<file path="src/source/panel_pkg.sv">
// Shared geometry, widths, types and command byte values for the LED panel
// command decoder. Imported by every design file and by the testbench.
package panel_pkg;

    localparam int ROW_BITS = 3;
    localparam int COL_BITS = 4;
    localparam int BRIGHTNESS_LEVELS = 6;
    localparam int OP_FIFO_DEPTH = 4;

    typedef logic [7:0] byte_t;
    typedef logic [ROW_BITS-1:0] row_t;
    typedef logic [COL_BITS-1:0] col_t;
    typedef logic [ROW_BITS+COL_BITS-1:0] pixel_addr_t;
    // pixel address then inverted byte select, high byte lands on the odd address
    typedef logic [ROW_BITS+COL_BITS:0] ram_addr_t;
    typedef logic [15:0] colour_t;
    typedef logic [BRIGHTNESS_LEVELS-1:0] brightness_t;
    // bit 0 red, bit 1 green, bit 2 blue
    typedef logic [2:0] rgb_t;

    typedef enum logic {
        OP_PIXEL,
        OP_FILL
    } op_kind_t;

    localparam byte_t CMD_RED_ON = "R";
    localparam byte_t CMD_RED_OFF = "r";
    localparam byte_t CMD_GREEN_ON = "G";
    localparam byte_t CMD_GREEN_OFF = "g";
    localparam byte_t CMD_BLUE_ON = "B";
    localparam byte_t CMD_BLUE_OFF = "b";
    localparam byte_t CMD_BRIGHT_CLEAR = "0";
    localparam byte_t CMD_BRIGHT_FULL = "9";
    localparam byte_t CMD_BRIGHT_SET = "T";
    localparam byte_t CMD_PIXEL = "P";
    localparam byte_t CMD_FILL = "F";
    localparam byte_t CMD_BLANK = "Z";
    // "1"+k toggles brightness bit BRIGHTNESS_LEVELS-1-k
    localparam byte_t CMD_BRIGHT_TOGGLE_FIRST = "1";

endpackage

</file>
<file path="src/source/display_op_if.sv">
// One display operation with a valid/ready handshake. Used between the
// parser and the FIFO, and between the FIFO and the RAM sequencer.
`timescale 1ns/1ps

interface display_op_if import panel_pkg::*; ();

    logic valid;
    logic ready;
    op_kind_t kind;
    pixel_addr_t addr;
    colour_t colour;

    modport sender (
        output valid,
        output kind,
        output addr,
        output colour,
        input ready
    );

    modport receiver (
        input valid,
        input kind,
        input addr,
        input colour,
        output ready
    );

endinterface

</file>
<file path="src/source/cmd_parser.sv">
// Byte-level command decoder. Applies channel and brightness commands at once
// and turns pixel, fill and blank commands into display operations.
`timescale 1ns/1ps

module cmd_parser import panel_pkg::*; (
    input logic clk_in,
    input logic reset,
    input byte_t data_rx,
    input logic data_ready_n,
    output logic ready_for_data,
    output rgb_t rgb_enable,
    output brightness_t brightness_enable,
    output logic parsing,
    display_op_if.sender op
);

    typedef enum logic [3:0] {
        S_IDLE,
        S_BRIGHT_ARG,
        S_PIX_ROW,
        S_PIX_COL,
        S_PIX_HIGH,
        S_PIX_LOW,
        S_FILL_HIGH,
        S_FILL_LOW,
        S_PUSH
    } parser_state_t;

    parser_state_t state;
    row_t row_q;
    col_t col_q;
    colour_t colour_q;
    op_kind_t kind_q;
    logic byte_take;
    byte_t toggle_k;

    // source holds its byte while we wait for the FIFO
    assign ready_for_data = (state != S_PUSH);
    assign byte_take = ~data_ready_n && ready_for_data;
    assign parsing = (state != S_IDLE);

    // offset into the "1".."6" range, wraps high for bytes below it
    assign toggle_k = data_rx - CMD_BRIGHT_TOGGLE_FIRST;

    assign op.valid = (state == S_PUSH);
    assign op.kind = kind_q;
    assign op.addr = {row_q, col_q};
    assign op.colour = colour_q;

    always_ff @(posedge clk_in) begin
        if (reset) begin
            state <= S_IDLE;
            rgb_enable <= '1;
            brightness_enable <= '1;
        end else begin
            case (state)
                S_IDLE: begin
                    if (byte_take) begin
                        case (data_rx)
                            CMD_RED_ON: rgb_enable[0] <= 1'b1;
                            CMD_RED_OFF: rgb_enable[0] <= 1'b0;
                            CMD_GREEN_ON: rgb_enable[1] <= 1'b1;
                            CMD_GREEN_OFF: rgb_enable[1] <= 1'b0;
                            CMD_BLUE_ON: rgb_enable[2] <= 1'b1;
                            CMD_BLUE_OFF: rgb_enable[2] <= 1'b0;
                            CMD_BRIGHT_CLEAR: brightness_enable <= '0;
                            CMD_BRIGHT_FULL: brightness_enable <= '1;
                            CMD_BRIGHT_SET: state <= S_BRIGHT_ARG;
                            CMD_PIXEL: state <= S_PIX_ROW;
                            CMD_FILL: state <= S_FILL_HIGH;
                            CMD_BLANK: begin
                                kind_q <= OP_FILL;
                                colour_q <= '0;
                                state <= S_PUSH;
                            end
                            default: begin
                                // anything else outside the toggle range is dropped
                                if (toggle_k < BRIGHTNESS_LEVELS) begin
                                    brightness_enable[BRIGHTNESS_LEVELS - 1 - int'(toggle_k)] <=
                                        ~brightness_enable[BRIGHTNESS_LEVELS - 1 - int'(toggle_k)];
                                end
                            end
                        endcase
                    end
                end
                S_BRIGHT_ARG: begin
                    if (byte_take) begin
                        brightness_enable <= data_rx[BRIGHTNESS_LEVELS-1:0];
                        state <= S_IDLE;
                    end
                end
                S_PIX_ROW: begin
                    if (byte_take) begin
                        row_q <= data_rx[ROW_BITS-1:0];
                        state <= S_PIX_COL;
                    end
                end
                S_PIX_COL: begin
                    if (byte_take) begin
                        col_q <= data_rx[COL_BITS-1:0];
                        state <= S_PIX_HIGH;
                    end
                end
                S_PIX_HIGH: begin
                    if (byte_take) begin
                        colour_q[15:8] <= data_rx;
                        state <= S_PIX_LOW;
                    end
                end
                S_PIX_LOW: begin
                    if (byte_take) begin
                        colour_q[7:0] <= data_rx;
                        kind_q <= OP_PIXEL;
                        state <= S_PUSH;
                    end
                end
                S_FILL_HIGH: begin
                    if (byte_take) begin
                        colour_q[15:8] <= data_rx;
                        state <= S_FILL_LOW;
                    end
                end
                S_FILL_LOW: begin
                    if (byte_take) begin
                        colour_q[7:0] <= data_rx;
                        kind_q <= OP_FILL;
                        state <= S_PUSH;
                    end
                end
                S_PUSH: begin
                    if (op.ready) begin
                        state <= S_IDLE;
                    end
                end
                default: state <= S_IDLE;
            endcase
        end
    end

endmodule

</file>
<file path="src/source/op_fifo.sv">
// Small circular FIFO of display operations between parser and sequencer.
// Full stalls the parser, empty keeps the sequencer idle.
`timescale 1ns/1ps

module op_fifo import panel_pkg::*; (
    input logic clk_in,
    input logic reset,
    display_op_if.receiver op_in,
    display_op_if.sender op_out,
    output logic not_empty
);

    op_kind_t kind_mem [OP_FIFO_DEPTH];
    pixel_addr_t addr_mem [OP_FIFO_DEPTH];
    colour_t colour_mem [OP_FIFO_DEPTH];

    logic [$clog2(OP_FIFO_DEPTH)-1:0] wr_ptr;
    logic [$clog2(OP_FIFO_DEPTH)-1:0] rd_ptr;
    logic [$clog2(OP_FIFO_DEPTH+1)-1:0] count;
    logic push;
    logic pop;

    assign op_in.ready = (count != OP_FIFO_DEPTH);
    assign op_out.valid = (count != 0);
    assign not_empty = op_out.valid;

    assign push = op_in.valid && op_in.ready;
    assign pop = op_out.valid && op_out.ready;

    assign op_out.kind = kind_mem[rd_ptr];
    assign op_out.addr = addr_mem[rd_ptr];
    assign op_out.colour = colour_mem[rd_ptr];

    always_ff @(posedge clk_in) begin
        if (push) begin
            kind_mem[wr_ptr] <= op_in.kind;
            addr_mem[wr_ptr] <= op_in.addr;
            colour_mem[wr_ptr] <= op_in.colour;
        end
    end

    always_ff @(posedge clk_in) begin
        if (reset) begin
            wr_ptr <= '0;
            rd_ptr <= '0;
            count <= '0;
        end else begin
            if (push) begin
                wr_ptr <= (wr_ptr == OP_FIFO_DEPTH - 1) ? '0 : wr_ptr + 1'b1;
            end
            if (pop) begin
                rd_ptr <= (rd_ptr == OP_FIFO_DEPTH - 1) ? '0 : rd_ptr + 1'b1;
            end
            // simultaneous push and pop leaves the count alone
            if (push && !pop) begin
                count <= count + 1'b1;
            end else if (pop && !push) begin
                count <= count - 1'b1;
            end
        end
    end

endmodule

</file>
<file path="src/source/panel_ctrl_top.sv">
// Top level of the panel command decoder: parser, operation FIFO and RAM
// sequencer in a chain. busy stays high until the last RAM write is done.
`timescale 1ns/1ps

module panel_ctrl_top import panel_pkg::*; (
    input logic clk_in,
    input logic reset,
    input byte_t data_rx,
    input logic data_ready_n,
    output logic ready_for_data,
    output logic busy,
    output rgb_t rgb_enable,
    output brightness_t brightness_enable,
    output ram_addr_t ram_address,
    output byte_t ram_data_out,
    output logic ram_write_enable
);

    logic parsing;
    logic fifo_not_empty;
    logic seq_active;

    display_op_if op_in ();
    display_op_if op_out ();

    cmd_parser u_parser (
        .clk_in(clk_in),
        .reset(reset),
        .data_rx(data_rx),
        .data_ready_n(data_ready_n),
        .ready_for_data(ready_for_data),
        .rgb_enable(rgb_enable),
        .brightness_enable(brightness_enable),
        .parsing(parsing),
        .op(op_in.sender)
    );

    op_fifo u_fifo (
        .clk_in(clk_in),
        .reset(reset),
        .op_in(op_in.receiver),
        .op_out(op_out.sender),
        .not_empty(fifo_not_empty)
    );

    ram_sequencer u_sequencer (
        .clk_in(clk_in),
        .reset(reset),
        .op(op_out.receiver),
        .ram_address(ram_address),
        .ram_data_out(ram_data_out),
        .ram_write_enable(ram_write_enable),
        .active(seq_active)
    );

    assign busy = parsing || fifo_not_empty || seq_active;

endmodule

</file>
<file path="src/source/ram_sequencer.sv">
// Runs display operations against the frame RAM, one byte write per cycle.
// A pixel is two writes, a fill sweeps every pixel address in order.
`timescale 1ns/1ps

module ram_sequencer import panel_pkg::*; (
    input logic clk_in,
    input logic reset,
    display_op_if.receiver op,
    output ram_addr_t ram_address,
    output byte_t ram_data_out,
    output logic ram_write_enable,
    output logic active
);

    logic running;
    op_kind_t kind_q;
    colour_t colour_q;
    pixel_addr_t pix_addr;
    // 0 selects the high byte, which goes out first
    logic byte_sel;

    assign op.ready = ~running;

    // include the last registered strobe so busy covers it
    assign active = running || ram_write_enable;

    always_ff @(posedge clk_in) begin
        if (!running && op.valid) begin
            kind_q <= op.kind;
            colour_q <= op.colour;
            pix_addr <= (op.kind == OP_FILL) ? '0 : op.addr;
            byte_sel <= 1'b0;
        end else if (running) begin
            ram_address <= {pix_addr, ~byte_sel};
            ram_data_out <= byte_sel ? colour_q[7:0] : colour_q[15:8];
            byte_sel <= ~byte_sel;
            if (byte_sel && kind_q == OP_FILL) begin
                pix_addr <= pix_addr + 1'b1;
            end
        end
    end

    always_ff @(posedge clk_in) begin
        if (reset) begin
            running <= 1'b0;
            ram_write_enable <= 1'b0;
        end else begin
            ram_write_enable <= running;
            if (!running && op.valid) begin
                running <= 1'b1;
            end else if (running && byte_sel) begin
                // low byte just went out
                if (kind_q == OP_PIXEL || pix_addr == '1) begin
                    running <= 1'b0;
                end
            end
        end
    end

endmodule

</file>
<file path="config.mk">
export PLATFORM = sky130hd
export DESIGN_NAME = panel_ctrl_top
export DESIGN_NICKNAME = d
export VERILOG_FILES = /design/src/source/panel_pkg.sv /design/src/source/display_op_if.sv /design/src/source/cmd_parser.sv /design/src/source/op_fifo.sv /design/src/source/panel_ctrl_top.sv /design/src/source/ram_sequencer.sv
export SDC_FILE = /design/constraint.sdc
export NUM_CORES = 1
export LEC_CHECK = 0
export ABC_CLOCK_PERIOD_IN_PS = 6200
export BUFFER_PORTS_ARGS = -buffer_cell sky130_fd_sc_hd__buf_2
export CAP_MARGIN = 10
export CORE_ASPECT_RATIO = 0.9
export CORE_MARGIN = 5
export CORE_UTILIZATION = 55
export DETAILED_ROUTE_END_ITERATION = 10
export PLACE_DENSITY = 0.73
export SLEW_MARGIN = 5
export SYNTH_ARGS = -nofsm -noshare
export SYNTH_HDL_FRONTEND = slang
export SYNTH_HIERARCHICAL = 1
export SYNTH_SLANG_ARGS = --single-unit
export TNS_END_PERCENT = 10
</file>
<file path="constraint.sdc">
create_clock -name clk_in -period 6.2 [get_ports clk_in]
set_input_delay 0.31 -clock clk_in [delete_from_list [all_inputs] [get_ports clk_in]]
set_output_delay 0.31 -clock clk_in [all_outputs]
set_load 0.01 [all_outputs]
</file>
==> impl_metrics.json <==
{
  "diodes": 0,
  "antenna_found_initial": 1,
  "finClkSkew_ns": 0.00735,
  "avgRoutedWirePerCell_um": 18.5,
  "finish.instance_area_um2": 8740,
  "row_count": 41,
  "cts_num_sinks": 185,
  "grt_pass1_vias": 4248,
  "clock_latency_ns": 0.43,
  "grt.total_usage": 0.175,
  "worstPathArrival_ns": 3.18,
  "power_frac_seq": 0.497,
  "hold_violations": 0,
  "place_congestion": 0.841,
  "max_freq_mhz": 355,
  "cts-buffers-inserted": 17,
  "finalSetupTns_ns": 0,
  "cts_tree": "done",
  "vias": 4325,
  "grt_pass1_wl_um": 22100,
  "pwr-share-clk": 0.331,
  "drive_above_1_share": 0.235,
  "final_antenna_net_count": 0,
  "worstPathMaxFanout": 18,
  "cts.htree.levels": 4,
  "ir_drop_mv": 0.214,
  "power_density_nw_per_um2": 378,
  "core_um2": 14000,
  "relSlewSlack": 0.307,
  "die_x_um": 136,
  "via_per_inst": 5.86,
  "leakagePower_nw": 3.03,
  "cts.reportedPaths.clkPinSlew_ns": 0.07,
  "p_sw_mw": 0.881,
  "finalSetupViolCount": 0,
  "root_buffer": "clkbuf_16",
  "synthCells": 499,
  "drc": 0,
  "min-delay-path-class": "input port to register",
  "switching_share": 0.267,
  "synth-main-ff-cell": "edfxtp_1",
  "post_cts_resized": 0,
  "grt_max_degree": 30,
  "syn_nets": 528,
  "yosys_warnings": 6,
  "avgSynthCellArea_um2": 15.6,
  "cap_violations": 0,
  "area_growth_pct": 11.9,
  "first_iter_violations": 303,
  "ioPinCount": 39,
  "slew_viol_final": 0,
  "max-clock-path-buffers": 2,
  "drt_first_pass_iters": 5,
  "share_comb_of_total_power": 0.172,
  "hold_depth": 1,
  "endpoint_kind": "register",
  "post-route-min-period_ns": 2.82,
  "outcome": "completed",
  "timing.final.crit_share": 0.454,
  "io_buffers": 38,
  "ys_seq_area_frac": 0.680,
  "rsz0062_at_grt": "no",
  "r2r_cells": 10,
  "wl_um": 13600,
  "internal_power_mw": 2.42,
  "worst_slew_pin_slew_ns": 1.02,
  "fill_cells": 1040,
  "cts_hold_buf": 0,
  "start_util": 0.559,
  "fin_nets": 561,
  "multi_input_area_um2": 2300,
  "cts_setup_buffers": 0,
  "synthArstFlopShare": 0,
  "crit_type": "register to register",
  "placed_cell_area_um2": 8130,
  "register_area_um2": 5310,
  "die_y_um": 123,
  "synth.distinct_cells": 68,
  "grt.overflow.total": 0,
  "synth_edf_count": 160,
  "worst_ep_required_time_ns": 6.56,
  "synth_seq_cells": 185,
  "start_kind": "register",
  "dp_hpwl_um": 8760,
  "syn-cell-area_um2": 7810,
  "die-area_um2": 16700
}
## power by group through the flow
stage / Combinational (mW) / Clock (mW) / Sequential, mW
after floorplan: 0.419 / 0 / 1.67
after global placement: 0.559 / 0 / 1.66
after detailed placement: 0.570 / 0 / 1.67
after CTS: 0.575 / 1.12 / 1.64
after global routing: 0.632 / 1.18 / 1.66
final: 0.568 / 1.09 / 1.64
## final cells by class
cell class,instances,area share
Tap cell,193,0.0276
Clock inverter,15,0.0213
Inverter,16,0.00687
Sequential cell,185,0.607
Clock buffer,17,0.0487
Timing Repair Buffer,42,0.0252
Multi-Input combinational cell,270,0.263
## registers in the layout (all words and copies together) (netlist names), named ones only
signal	count
u_fifo/addr_mem	28
u_fifo/colour_mem	64
u_fifo/count	3
u_fifo/kind_mem	4
u_fifo/rd_ptr	2
u_fifo/wr_ptr	2
u_parser/brightness_enable	6
u_parser/col_q	4
u_parser/op.colour	16
u_parser/op.kind	1
u_parser/rgb_enable	3
u_parser/row_q	3
u_parser/state	4
u_sequencer/byte_sel	1
u_sequencer/colour_q	16
u_sequencer/kind_q	1
u_sequencer/pix_addr	7
u_sequencer/ram_address	8
u_sequencer/ram_data_out	8
u_sequencer/ram_write_enable	1
u_sequencer/running	1
## stage by stage
stage,power (mW),hold slack [ns],setup WS [ns],utilization,instances
after floorplan,2.09,0.377,3.45,-,499
after global placement,2.22,0.440,3.17,0.582,706
after detailed placement,2.24,0.453,3.08,0.582,706
after CTS,3.33,0.224,3.41,0.626,738
after global routing,3.47,0.237,3.19,0.626,738
final,3.30,0.248,3.38,0.626,738
## synthesized netlist by cell type, types with 8 or more instances
library cell,count,share of area
inv_1,15,0.0072
mux4_2,24,0.069
nand3_1,17,0.011
a21oi_1,19,0.012
nand2_1,16,0.0077
mux2_2,9,0.013
dfxtp_1,25,0.064
clkbuf_1,12,0.0058
nor2_1,23,0.011
ha_1,17,0.027
and3_1,10,0.0080
and2_1,10,0.0080
nor3_1,8,0.0051
edfxtp_1,160,0.62
o21ai_0,10,0.0064
## critical path, cell delays in order (launching register included)
cell      delay (ns)
dfxtp_1         0.49
nor2_1          0.34
nand3b_1        0.20
inv_1           0.18
and2_4          0.19
ha_1            0.19
inv_1           0.07
fa_1            0.38
xor2_1          0.17
or3_2           0.41
a21oi_1         0.14
## per-layer routing
layer  global-route usage  share of wire
met5                    0              0
met3               0.0415          0.058
met4               0.0617          0.012
met2                0.264           0.46
met1                0.251           0.47
## final timing paths
kind,start,end,slack (ns)
max,u_parser/state[2],u_fifo/count[2],3.38
min,data_rx[1],u_parser/row_q[1],0.25
max reg2reg,u_parser/state[2],u_fifo/count[2],3.38
min reg2reg,u_parser/rgb_enable[0],u_parser/rgb_enable[0],0.47
## logic make-up after synthesis
kind of cell | after synthesis | synth area share
multiplexers | 41 | 0.0926
buffers and inverters | 44 | 0.0260
AO/OA/AOI/OAI | 73 | 0.0673
AND/OR/NAND/NOR | 132 | 0.0979
flip-flops | 185 | 0.680
adder cells (fa/ha/maj) | 18 | 0.0298
XOR/XNOR | 6 | 0.00673
## placed cells by master (no fill, tap or decap), types with 4 or more instances in the layout
cell type | synthesis | routed
edfxtp_1 | 160 | 160
buf_2 | 7 | 38
dfxtp_1 | 25 | 25
mux4_2 | 24 | 24
nor2_1 | 23 | 23
a21oi_1 | 19 | 19
clkbuf_16 | 0 | 17
nand3_1 | 17 | 17
ha_1 | 17 | 17
nand2_1 | 16 | 16
inv_1 | 15 | 15
o21ai_0 | 10 | 10
and2_1 | 10 | 10
and3_1 | 10 | 10
mux2_2 | 9 | 9
nor3_1 | 8 | 8
mux2i_1 | 7 | 7
a31oi_1 | 7 | 7
or3_1 | 6 | 6
nand2b_1 | 6 | 6
a221o_1 | 6 | 6
a211oi_1 | 5 | 5
nand3b_1 | 5 | 5
and3_2 | 4 | 4
xor2_1 | 4 | 4
buf_4 | 5 | 4
nand4_1 | 4 | 4
Power figures use the tool's default switching activity.
